### config.mk
export PLATFORM = sky130hd
export DESIGN_NAME = iso_wdata_align
export DESIGN_NICKNAME = d
export VERILOG_FILES = /design/src/source/iso_align_pkg.sv /design/src/source/beat_tracker.sv /design/src/source/awlen_fifo.sv /design/src/source/wlast_gen.sv /design/src/source/align_ctrl.sv /design/src/source/iso_wdata_align.sv
export SDC_FILE = /design/constraint.sdc
export NUM_CORES = 1
export LEC_CHECK = 0
export BUFFER_PORTS_ARGS = -buffer_cell sky130_fd_sc_hd__buf_2
export CORE_MARGIN = 5
export CORE_UTILIZATION = 25
export DETAILED_ROUTE_END_ITERATION = 8
export PLACE_DENSITY = 0.42
export SLEW_MARGIN = 10
export SYNTH_ARGS = -nofsm -noshare
export SYNTH_HDL_FRONTEND = slang
export SYNTH_SLANG_ARGS = --single-unit
export TNS_END_PERCENT = 5
### constraint.sdc
create_clock -name clk -period 5.15 [get_ports clk]
set_input_delay 1.03 -clock clk [delete_from_list [all_inputs] [get_ports clk]]
set_output_delay 1.03 -clock clk [all_outputs]
set_load 0.005 [all_outputs]
### src/source/iso_align_pkg.sv
// shared widths, limits and vector types for the write-channel alignment block
// sized for full AXI4 bursts (AWLEN up to 255) and a skew of two maximum bursts
// changing max_transaction_skew also changes the AWLEN FIFO depth
`default_nettype none

package iso_align_pkg;

  // AWLEN as carried on the AW channel, zero-based
  localparam int axi_len_width = 8;

  // number of beats in the longest legal burst
  localparam int max_burst_beats = 2 ** axi_len_width;

  // how many maximum-length bursts may be owed before AW is back-pressured
  // this is also the number of AWLEN entries kept for wlast generation
  localparam int max_transaction_skew = 2;

  // upper bound on the owed-beat counter
  localparam int max_pending_beats = max_transaction_skew * max_burst_beats;

  // at or above this level another maximum burst might not fit, so AW is held off
  localparam int pending_full_level = max_pending_beats - max_burst_beats;

  localparam int beat_count_width = $clog2(max_burst_beats + 1);
  localparam int pending_width = $clog2(max_pending_beats + 1);
  localparam int fifo_count_width = $clog2(max_transaction_skew + 1);

  // zero-based burst length, straight from AWLEN
  typedef logic [axi_len_width-1:0] burst_len_t;

  // one-based beat count of a single burst, so 256 must fit
  typedef logic [beat_count_width-1:0] beat_count_t;

  // W beats still owed by forwarded AW requests
  typedef logic [pending_width-1:0] pending_t;

  // occupancy of the AWLEN FIFO, 0 through max_transaction_skew
  typedef logic [fifo_count_width-1:0] fifo_count_t;

endpackage

`default_nettype wire

### src/source/beat_tracker.sv
// counts W beats owed by AW requests already sent downstream
// relies on the control logic never letting W run ahead of AW, so no underflow check
// full is flagged early, leaving room for one more maximum-length burst
`default_nettype none

module beat_tracker (
  input  logic                      clk,
  input  logic                      rst_n,
  input  logic                      aw_beat,
  input  iso_align_pkg::burst_len_t awlen,
  input  logic                      w_beat,
  output logic                      pending_full,
  output logic                      pending_zero
);

  import iso_align_pkg::*;

  // registered owed-beat count
  pending_t    pending;
  // beats added this cycle by an AW transfer, one-based
  beat_count_t aw_incr;
  pending_t    pending_next;

  // AWLEN is zero-based, so an accepted request owes awlen plus one beats
  assign aw_incr = aw_beat ? (beat_count_t'(awlen) + beat_count_t'(1)) : '0;

  // an AW and a W beat may transfer in the same cycle
  // the W beat may even belong to that same AW, the sum still works out
  assign pending_next = pending + pending_t'(aw_incr) - pending_t'(w_beat);

  always_ff @(posedge clk) begin
    if (!rst_n) begin
      pending <= '0;
    end else begin
      pending <= pending_next;
    end
  end

  // AW is held off once the next maximum burst might overflow the counter
  assign pending_full = (pending >= pending_t'(pending_full_level));

  // nothing owed means W has no request to go with, and alignment is reached
  assign pending_zero = (pending == '0);

endmodule

`default_nettype wire

### src/source/awlen_fifo.sv
// flop FIFO holding the AWLEN of each forwarded request until its last W beat
// bypasses when empty so a W beat that goes with its own AW sees the right length
// depth is max_transaction_skew, push_ready drops only when every slot is used
`default_nettype none

module awlen_fifo (
  input  logic                      clk,
  input  logic                      rst_n,
  input  logic                      push,
  input  iso_align_pkg::burst_len_t push_len,
  input  logic                      pop,
  output logic                      push_ready,
  output iso_align_pkg::burst_len_t head_len
);

  import iso_align_pkg::*;

  // read and write pointers index the circular storage
  typedef logic [$clog2(max_transaction_skew)-1:0] ptr_t;

  burst_len_t  mem [max_transaction_skew];
  ptr_t        rd_ptr;
  ptr_t        wr_ptr;
  fifo_count_t count;
  logic        empty;
  logic        bypass;
  logic        do_write;
  logic        do_read;

  assign empty = (count == '0);

  // a push and a pop into an empty FIFO is a burst that starts and ends
  // in the same cycle, the entry never needs to be stored
  assign bypass = empty && push && pop;

  assign do_write = push && !bypass;
  assign do_read  = pop && !empty;

  // head shows the incoming length while empty
  assign head_len = empty ? push_len : mem[rd_ptr];

  assign push_ready = (count < fifo_count_t'(max_transaction_skew));

  // storage holds payload only and needs no reset
  always_ff @(posedge clk) begin
    if (do_write) begin
      mem[wr_ptr] <= push_len;
    end
  end

  // pointers wrap explicitly, so the depth need not be a power of two
  always_ff @(posedge clk) begin
    if (!rst_n) begin
      wr_ptr <= '0;
    end else if (do_write) begin
      if (wr_ptr == ptr_t'(max_transaction_skew - 1)) begin
        wr_ptr <= '0;
      end else begin
        wr_ptr <= wr_ptr + ptr_t'(1);
      end
    end
  end

  always_ff @(posedge clk) begin
    if (!rst_n) begin
      rd_ptr <= '0;
    end else if (do_read) begin
      if (rd_ptr == ptr_t'(max_transaction_skew - 1)) begin
        rd_ptr <= '0;
      end else begin
        rd_ptr <= rd_ptr + ptr_t'(1);
      end
    end
  end

  // occupancy follows the stored entries only, bypassed ones never count
  always_ff @(posedge clk) begin
    if (!rst_n) begin
      count <= '0;
    end else begin
      count <= count + fifo_count_t'(do_write) - fifo_count_t'(do_read);
    end
  end

endmodule

`default_nettype wire

### src/source/wlast_gen.sv
// generates downstream wlast from the AWLEN at the FIFO head
// the beat index restarts after every last beat, real or fake
`default_nettype none

module wlast_gen (
  input  logic                      clk,
  input  logic                      rst_n,
  input  logic                      w_beat,
  input  iso_align_pkg::burst_len_t head_len,
  output logic                      wlast,
  output logic                      burst_done
);

  import iso_align_pkg::*;

  // zero-based index of the next W beat within the current burst
  burst_len_t beat_idx;

  // the last beat has an index equal to the zero-based length
  assign wlast = (beat_idx == head_len);

  // a last beat that actually transfers finishes the burst and pops its length
  assign burst_done = w_beat && wlast;

  always_ff @(posedge clk) begin
    if (!rst_n) begin
      beat_idx <= '0;
    end else if (burst_done) begin
      beat_idx <= '0;
    end else if (w_beat) begin
      beat_idx <= beat_idx + burst_len_t'(1);
    end
  end

endmodule

`default_nettype wire

### src/source/align_ctrl.sv
// handshake gating for the AW and W channels, purely combinational
// W never goes downstream without an owed beat or an AW in the same cycle
// align_req must stay high until align_done, upstream is blocked the whole time
`default_nettype none

module align_ctrl (
  input  logic upstream_awvalid,
  input  logic upstream_wvalid,
  input  logic downstream_awready,
  input  logic downstream_wready,
  input  logic align_req,
  input  logic pending_full,
  input  logic pending_zero,
  input  logic fifo_ready,
  output logic upstream_awready,
  output logic upstream_wready,
  output logic downstream_awvalid,
  output logic downstream_wvalid,
  output logic aw_beat,
  output logic w_beat,
  output logic align_done
);

  logic holdoff_aw;
  logic holdoff_w;

  // no new requests while the budget or the AWLEN FIFO is used up,
  // and none at all once alignment has been requested
  assign holdoff_aw = pending_full || !fifo_ready || align_req;

  // W needs an owed beat, or its AW going down in this very cycle
  // after alignment completes, W is frozen as well
  assign holdoff_w = align_done || (pending_zero && !aw_beat);

  assign downstream_awvalid = upstream_awvalid && !holdoff_aw;
  assign aw_beat = downstream_awvalid && downstream_awready;

  // during alignment the block itself supplies the W beats still owed
  assign downstream_wvalid = (upstream_wvalid || align_req) && !holdoff_w;
  assign w_beat = downstream_wvalid && downstream_wready;

  // readies pass straight back, so downstream stalls reach upstream at once
  // align_req already sits in holdoff_aw
  assign upstream_awready = downstream_awready && !holdoff_aw;

  // fake beats are never acknowledged upstream
  assign upstream_wready = downstream_wready && !holdoff_w && !align_req;

  // done as soon as nothing is owed
  assign align_done = align_req && pending_zero;

endmodule

`default_nettype wire

### src/source/iso_wdata_align.sv
// write-channel alignment for an AXI isolator, AW and W pass straight through
// downstream wlast is always generated here, upstream wlast is not used
// W data without a forwarded AW is never sent, excess data is not supported
// align_req may rise only while align_done is low and must hold until done
`default_nettype none

module iso_wdata_align (
  input  logic                      clk,
  input  logic                      rst_n,
  // upstream manager side
  input  logic                      upstream_awvalid,
  input  iso_align_pkg::burst_len_t upstream_awlen,
  output logic                      upstream_awready,
  input  logic                      upstream_wvalid,
  output logic                      upstream_wready,
  // downstream subordinate side
  output logic                      downstream_awvalid,
  input  logic                      downstream_awready,
  output logic                      downstream_wvalid,
  output logic                      downstream_wlast,
  input  logic                      downstream_wready,
  // isolation control
  input  logic                      align_req,
  output logic                      align_done
);

  import iso_align_pkg::*;

  // downstream transfers, as seen by the trackers
  logic       aw_beat;
  logic       w_beat;
  logic       pending_full;
  logic       pending_zero;
  logic       fifo_ready;
  burst_len_t head_len;
  logic       burst_done;

  // owed-beat count from forwarded AW and sent W
  beat_tracker i_tracker (
    .clk          (clk),
    .rst_n        (rst_n),
    .aw_beat      (aw_beat),
    .awlen        (upstream_awlen),
    .w_beat       (w_beat),
    .pending_full (pending_full),
    .pending_zero (pending_zero)
  );

  // lengths of forwarded requests, popped when their last beat leaves
  awlen_fifo i_fifo (
    .clk        (clk),
    .rst_n      (rst_n),
    .push       (aw_beat),
    .push_len   (upstream_awlen),
    .pop        (burst_done),
    .push_ready (fifo_ready),
    .head_len   (head_len)
  );

  // wlast for both real and fake beats
  wlast_gen i_wlast (
    .clk        (clk),
    .rst_n      (rst_n),
    .w_beat     (w_beat),
    .head_len   (head_len),
    .wlast      (downstream_wlast),
    .burst_done (burst_done)
  );

  align_ctrl i_ctrl (
    .upstream_awvalid   (upstream_awvalid),
    .upstream_wvalid    (upstream_wvalid),
    .downstream_awready (downstream_awready),
    .downstream_wready  (downstream_wready),
    .align_req          (align_req),
    .pending_full       (pending_full),
    .pending_zero       (pending_zero),
    .fifo_ready         (fifo_ready),
    .upstream_awready   (upstream_awready),
    .upstream_wready    (upstream_wready),
    .downstream_awvalid (downstream_awvalid),
    .downstream_wvalid  (downstream_wvalid),
    .aw_beat            (aw_beat),
    .w_beat             (w_beat),
    .align_done         (align_done)
  );

endmodule

`default_nettype wire

---- Yosys cells after proc, flatten, opt, wreduce, memory -nomap -nowiden ----
Memories as Yosys holds them, arrays and structs flattened. A register that Yosys moved wholly into a read port is not among the register bits.
Index checks and enable logic that the tools add are counted.
word-level totals
  flip-flop bits (word level) ............. 22
  latch bits .............................. 0
  memory bits (writable) .................. 16
  bits in read-only memories .............. 0
  output and inout port bits .............. 6
  logic and storage cells ................. 54
  memories kept ........................... 1
operators by class
  add/sub/neg operators ................... 8
  multiply operators ...................... 0
  div/mod/pow operators ................... 0
  order comparisons ....................... 2
  equality and inequality tests ........... 1
  shifts and indexed selects .............. 0
  multiplexer cells ....................... 8
  bitwise gates (word level) .............. 1
  reduce and logical (&&, ||, !) cells .... 28
memories
  memory      words  bits a word  read ports  clocked after memory_dff  wr ports  line              text
  i_fifo.mem  2      8            1           1                         1         awlen_fifo.sv:21  burst_len_t mem [max_transaction_skew];
operator list
  cell                                                                     number
  1-bit logical AND                                                        14
  10-bit by 9-bit adder with 10-bit output                                 1
  10-bit by 9-bit >= comparator with 1-bit output (second input constant)  1
  10-bit zero test                                                         1
  10-bit by 1-bit subtractor with 10-bit output                            1
  8-bit by 1-bit adder with 9-bit output (second input constant)           1
  9-bit two-way mux                                                        1
  8-bit by 1-bit adder with 8-bit output (second input constant)           1
  8-bit == test                                                            1
  8-bit two-way mux                                                        1
  1-bit zero test                                                          7
  1-bit two-way mux                                                        6
  1-bit logical OR                                                         4
  1-bit adder (second input constant)                                      2
  2-bit by 1-bit adder with 2-bit output                                   1
  2-bit zero test                                                          1
  2-bit less-than comparator (second input constant)                       1
  2-bit OR reduction                                                       1
  2-bit by 1-bit subtractor with 2-bit output                              1
  1-bit inverter                                                           1

---- Depth between registers and ports, before layout ----
  depth in word-level cells ............... 19
  depth in mapped cells ................... 17
  mapped depth without buffers ............ 14

---- Cells and area by module ----
A second synthesis with hierarchy kept.
unflattened totals
  cells, all modules ...................... 263
  area, all modules ....................... 2,449.8 um2
by module, submodules not included
  module        times used  cells an instance  area an instance (um2)  seq. area each (um2)
  beat_tracker  1           131                1,008.5                 200.2
  awlen_fifo    1           70                 899.6                   580.6
  wlast_gen     1           49                 435.4                   160.2
  align_ctrl    1           13                 106.4                   0.0

---- Worst setup path before layout ----
Ideal clock, no wire load.
  kind .................................... in2reg
  start ................................... input port align_req
  end ..................................... register i_tracker.pending[8]
  setup time .............................. 72 ps
  arrival time ............................ 3,825 ps
  path slack .............................. 1,254 ps
  cell stages on the path ................. 16
  cell sequence ........................... nor4_1 and3_1 clkbuf_2 o221a_2 buf_4 ha_1 inv_1 ha_1 inv_1 fa_1 nor2b_1 o21ai_0 a21boi_0 o21ai_0 a21oi_1 mux2i_1
between the ends
  cells in the longest elaborated chain, start to end .. 11
  elaborated cells between the ends (all ways) .. 15
  classes of those cells .................. 2 x add/sub; 1 x mux; 12 x reduce/logical
ends and longest elaborated chain
  element                                            line                   text
  start, declared                                    iso_wdata_align.sv:23  input logic align_req,
  1-bit logical OR                                   align_ctrl.sv:29       assign holdoff_aw = pending_full || !fifo_ready || align_req;
  1-bit zero test                                    align_ctrl.sv:35       assign downstream_awvalid = upstream_awvalid && !holdoff_aw;
  1-bit logical AND                                  align_ctrl.sv:35
  1-bit logical AND                                  align_ctrl.sv:36       assign aw_beat = downstream_awvalid && downstream_awready;
  1-bit zero test                                    align_ctrl.sv:33       assign holdoff_w = align_done || (pending_zero && !aw_beat);
  1-bit logical AND                                  align_ctrl.sv:33
  1-bit logical OR                                   align_ctrl.sv:33
  1-bit zero test                                    align_ctrl.sv:39       assign downstream_wvalid = (upstream_wvalid || align_req) && !holdoff_w;
  1-bit logical AND (*)                              align_ctrl.sv:39
  1-bit logical AND (*)                              align_ctrl.sv:40       assign w_beat = downstream_wvalid && downstream_wready;
  via i_ctrl.w_beat                                  align_ctrl.sv:20       output logic w_beat,
  10-bit by 1-bit subtractor with 10-bit output (*)  beat_tracker.sv:29     assign pending_next = pending + pending_t'(aw_incr) - pending_t'(w_beat);
  end signal, assigned                               beat_tracker.sv:35     pending <= pending_next;
  end, declared                                      beat_tracker.sv:19     pending_t pending;
The timed path passes the listed nets; every way through them passes the cells marked *.
A chain may end at the register's enable or synchronous reset.

---- Worst setup path after layout ----
  start ................................... input port align_req
  end ..................................... register i_tracker.pending[8]
between the ends
  cells in the longest elaborated chain, start to end .. 11
  elaborated cells between the ends (all ways) .. 15
  classes of those cells .................. 2 x add/sub; 1 x mux; 12 x reduce/logical
ends and longest elaborated chain
  element                                                                                            line
  parallel branches: the longest is 10 deep, another holds 10-bit by 9-bit adder with 10-bit output  -
  10-bit by 1-bit subtractor with 10-bit output (*)                                                  beat_tracker.sv:29
Mark *: on every way between the ends.

==> summary.md <==
| Metric | Value |
|---|---|
| Initial antenna violation count | `0` |
| GR Overflow Total | `0` |
| Initial DRC count | `103` |
| Crit Path Max Fanout | `15` |
| Post-synthesis sequential area ratio | `35.6%` |
| Final Hold Vio Count | `0` |
| Crit path launch type | `input pin` |
| Setup tns final | `0 ps` |
| F_max | `0.250 GHz` |
| TritonCTS clock tree | `done` |
| Final net count | `342` |
| Hold WC Path Type | `reg -> reg` |
| CP Cell Sequence | `buf_2 > nor4_1 > and3_1 > o221a_2 > ha_1 > inv_1 > ha_1 > inv_1 > fa_1 > nor2b_1 > o21ai_0 > a21boi_0 > o21ai_0 > a21oi_1 > mux2i_1` |
| Hold path depth | `2` |
| RR Endpoint | `i_tracker.pending[8]$_SDFF_PN0_` |
| Residual DRC | `0` |
| Vias per std cell | `4.59` |
| Pwr/cell area | `390 nW/um^2` |
| DP HPWL | `4810 um` |
| Slew headroom | `45.5%` |
| Clk Latency, worst-skew pair | `300 ps` |
| Share of layout cells above drive strength 1 | `12.8%` |
| Final WS setup | `1150 ps` |
| H-tree depth | `2` |
| Final clock skew | `7.88 ps` |
| Status | `complete, no violations` |
| Syn nets | `324` |
| CTS Buf Count | `5` |
| CTS Buffer Depth | `2` |
| Initial core utilization | `25.6%` |
| Hold EP | `i_fifo.rd_ptr$_SDFFE_PN0P_` |
| DR WL/cell | `14.5 um` |
| Post-CTS setup buffer count | `0` |
| First-pass GRT wire length | `10100 um` |
| Core area | `10300 um^2` |
| Hold Startpoint | `i_fifo.rd_ptr$_SDFFE_PN0P_` |
| IO buf count | `20` |
| Ant diodes | `0` |
| Die ar. | `12700 um^2` |
| Leak | `0.00126 uW` |
| DR pass1 iterations | `4` |
| Root Driver | `clkbuf_8` |
| FF-to-FF setup slack | `1470 ps` |
| Synth Area per Inst | `9.23 um^2` |
| CP Class | `in -> reg` |
| Cells after synthesis | `286` |
| Top_reg_cell synth | `dfxtp_1` |
| Worst Path Required | `5390 ps` |
| CP arrival | `4230 ps` |
| Total track usage | `10.1%` |
| CTS sink cnt | `39` |
| Async S/R FF share, synth | `0%` |
| Routed vias | `2022` |
| Post-Syn Area | `2640 um^2` |
| Max incr delay on CP | `410 ps` |
| CTS Hold Buffers Added | `0` |
| I/O Pins | `21` |
| RSZ-0062 raised after global routing | `false` |
| Die width | `113 um` |
| Area Overhead vs Synth | `11.1%` |
| Place WS | `836 ps` |
| DRT Wirelength | `6420 um` |
| Die Height | `113 um` |
| Post-layout min period | `4000 ps` |
| Syn. warnings | `0` |
| Layout fillers | `1106` |
| Fin crit share | `77.6%` |
| FF-to-FF path depth | `14` |
| Crit path max-delay cell type | `o221a_2` |
| Netlist cell types | `48` |
| Vias in the first global route | `1913` |
| Clock transition at the registers of the reported paths | `80 ps` |
| Final ANT Viol Nets | `0` |
| # resized after CTS | `0` |
| Yosys reg bits | `39` |
| Max VDD drop | `258 uV` |
| Placer Congestion | `0.741` |
| Max-Cap Viols | `0` |
| Rows | `37` |
| Number of flops mapped to enable cells by yosys | `16` |
| Critical path's top delay family | `compound AO/OA/AOI/OAI gates` |
| FF-to-FF Start | `i_fifo.count[1]$_SDFF_PN0_` |
| Crit. End Element | `flip-flop` |
| Largest net degree at the start of global routing | `21` |
| Number of buffers and inverters on the critical path | `3` |
| Final slew viol count | `0` |
| Worst Tran Pin Value | `815 ps` |
| Final setup fails | `0` |
==> cell type report <==
class                           instances  area (um^2)  area share, %
Multi-Input combinational cell        203         1500           51.2
Sequential cell                        39          941           32.1
Tap cell                              136          170           5.80
Inverter                               34          128           4.35
Timing Repair Buffer                   21          108           3.67
Clock buffer                            6         72.6           2.47
Clock inverter                          2         12.5          0.426
==> cell usage after synthesis, drive strengths merged (7+ instances only) <==
library cell,instances,share of area [%]
buf,7,2.3
o21ai,11,2.1
nand2,20,2.8
nor2,27,3.8
ha,22,10
o211ai,8,2.8
inv,33,4.7
xor2,15,5.0
edfxtp,16,18
dfxtp,23,17
nor3,8,1.5
mux2i,17,6.4
==> report_power, final <==
part | total (uW) | leakage [uW] | internal (uW) | switching [uW]
Clock | 213 | 0.0000412 | 94.9 | 118
Combinational | 532 | 0.000887 | 240 | 292
Sequential | 399 | 0.000333 | 366 | 32.8
Total | 1140 | 0.00126 | 702 | 442
==> stage by stage <==
stage | std cells | hold WS [ps] | instance area (um^2) | utilization, % | total power (uW)
final | 441 | 486 | 2930 | 28.4 | 1140
after global routing | 441 | 537 | 2930 | 28.4 | 1240
after CTS | 441 | 491 | 2930 | 28.4 | 1160
after detailed placement | 433 | 478 | 2850 | 27.6 | 940
after global placement | 433 | 468 | 2850 | 27.6 | 941
after floorplan | 286 | 456 | 2640 | - | 821
==> worst register-to-register path, stage by stage, from the launching register on <==
cell and delay, ps:
dfxtp_1 540, nor4_1 400, and3_1 230, o221a_2 410, ha_1 300, inv_1 60, ha_1 150, inv_1 50
fa_1 380, nor2b_1 150, o21ai_0 130, a21boi_0 270, o21ai_0 180, a21oi_1 190, mux2i_1 180
==> cell families after synthesis <==
kind of cell | after synthesis | share of synthesized area, %
mux | 18 | 6.87
xor+xnor | 21 | 6.97
simple gates | 95 | 18.8
fa+ha+maj | 23 | 11.2
compound gates | 46 | 12.9
flops | 39 | 35.6
buf+inv | 44 | 7.63
==> worst max path at each step <==
stage | from | to | slack [ps] | cells after the start
6_report | align_req | i_tracker.pending[8]$_SDFF_PN0_ | 1150 | 15
5_1_grt | align_req | i_tracker.pending[8]$_SDFF_PN0_ | 800 | 15
4_1_cts | align_req | i_tracker.pending[8]$_SDFF_PN0_ | 1150 | 15
3_5_place_dp | align_req | i_tracker.pending[8]$_SDFF_PN0_ | 840 | 15
3_3_place_gp | align_req | i_tracker.pending[8]$_SDFF_PN0_ | 970 | 15
2_1_floorplan | align_req | i_tracker.pending[8]$_SDFF_PN0_ | 1250 | 16
==> cell usage in the layout (no fill, tap or decap), drive strengths merged, types with 6 or more instances in the layout <==
cell / n
nand4: 6
clkbuf: 6
o21ai: 11
nor3: 8
nor2: 27
edfxtp: 16
o211ai: 8
mux2i: 17
xnor2: 6
and2: 6
dfxtp: 23
xor2: 15
nand2: 20
ha: 22
inv: 33
buf: 21
==> per-layer routing <==
metal	wire length [um]	track usage [%]	share of wire [%]
met5	0	0	0
met3	292	2.46	4.6
met1	3110	13.6	48
met2	2950	16.3	46
met4	67	2.64	1.0
==> registers in the layout, summed over array words and instances, names as in the netlist, named ones only <==
name,cells
i_fifo.rd_ptr,1
i_wlast.beat_idx,8
i_fifo.count,2
i_fifo.mem,16
i_fifo.wr_ptr,1
i_tracker.pending,10
Power figures use the tool's default switching activity.
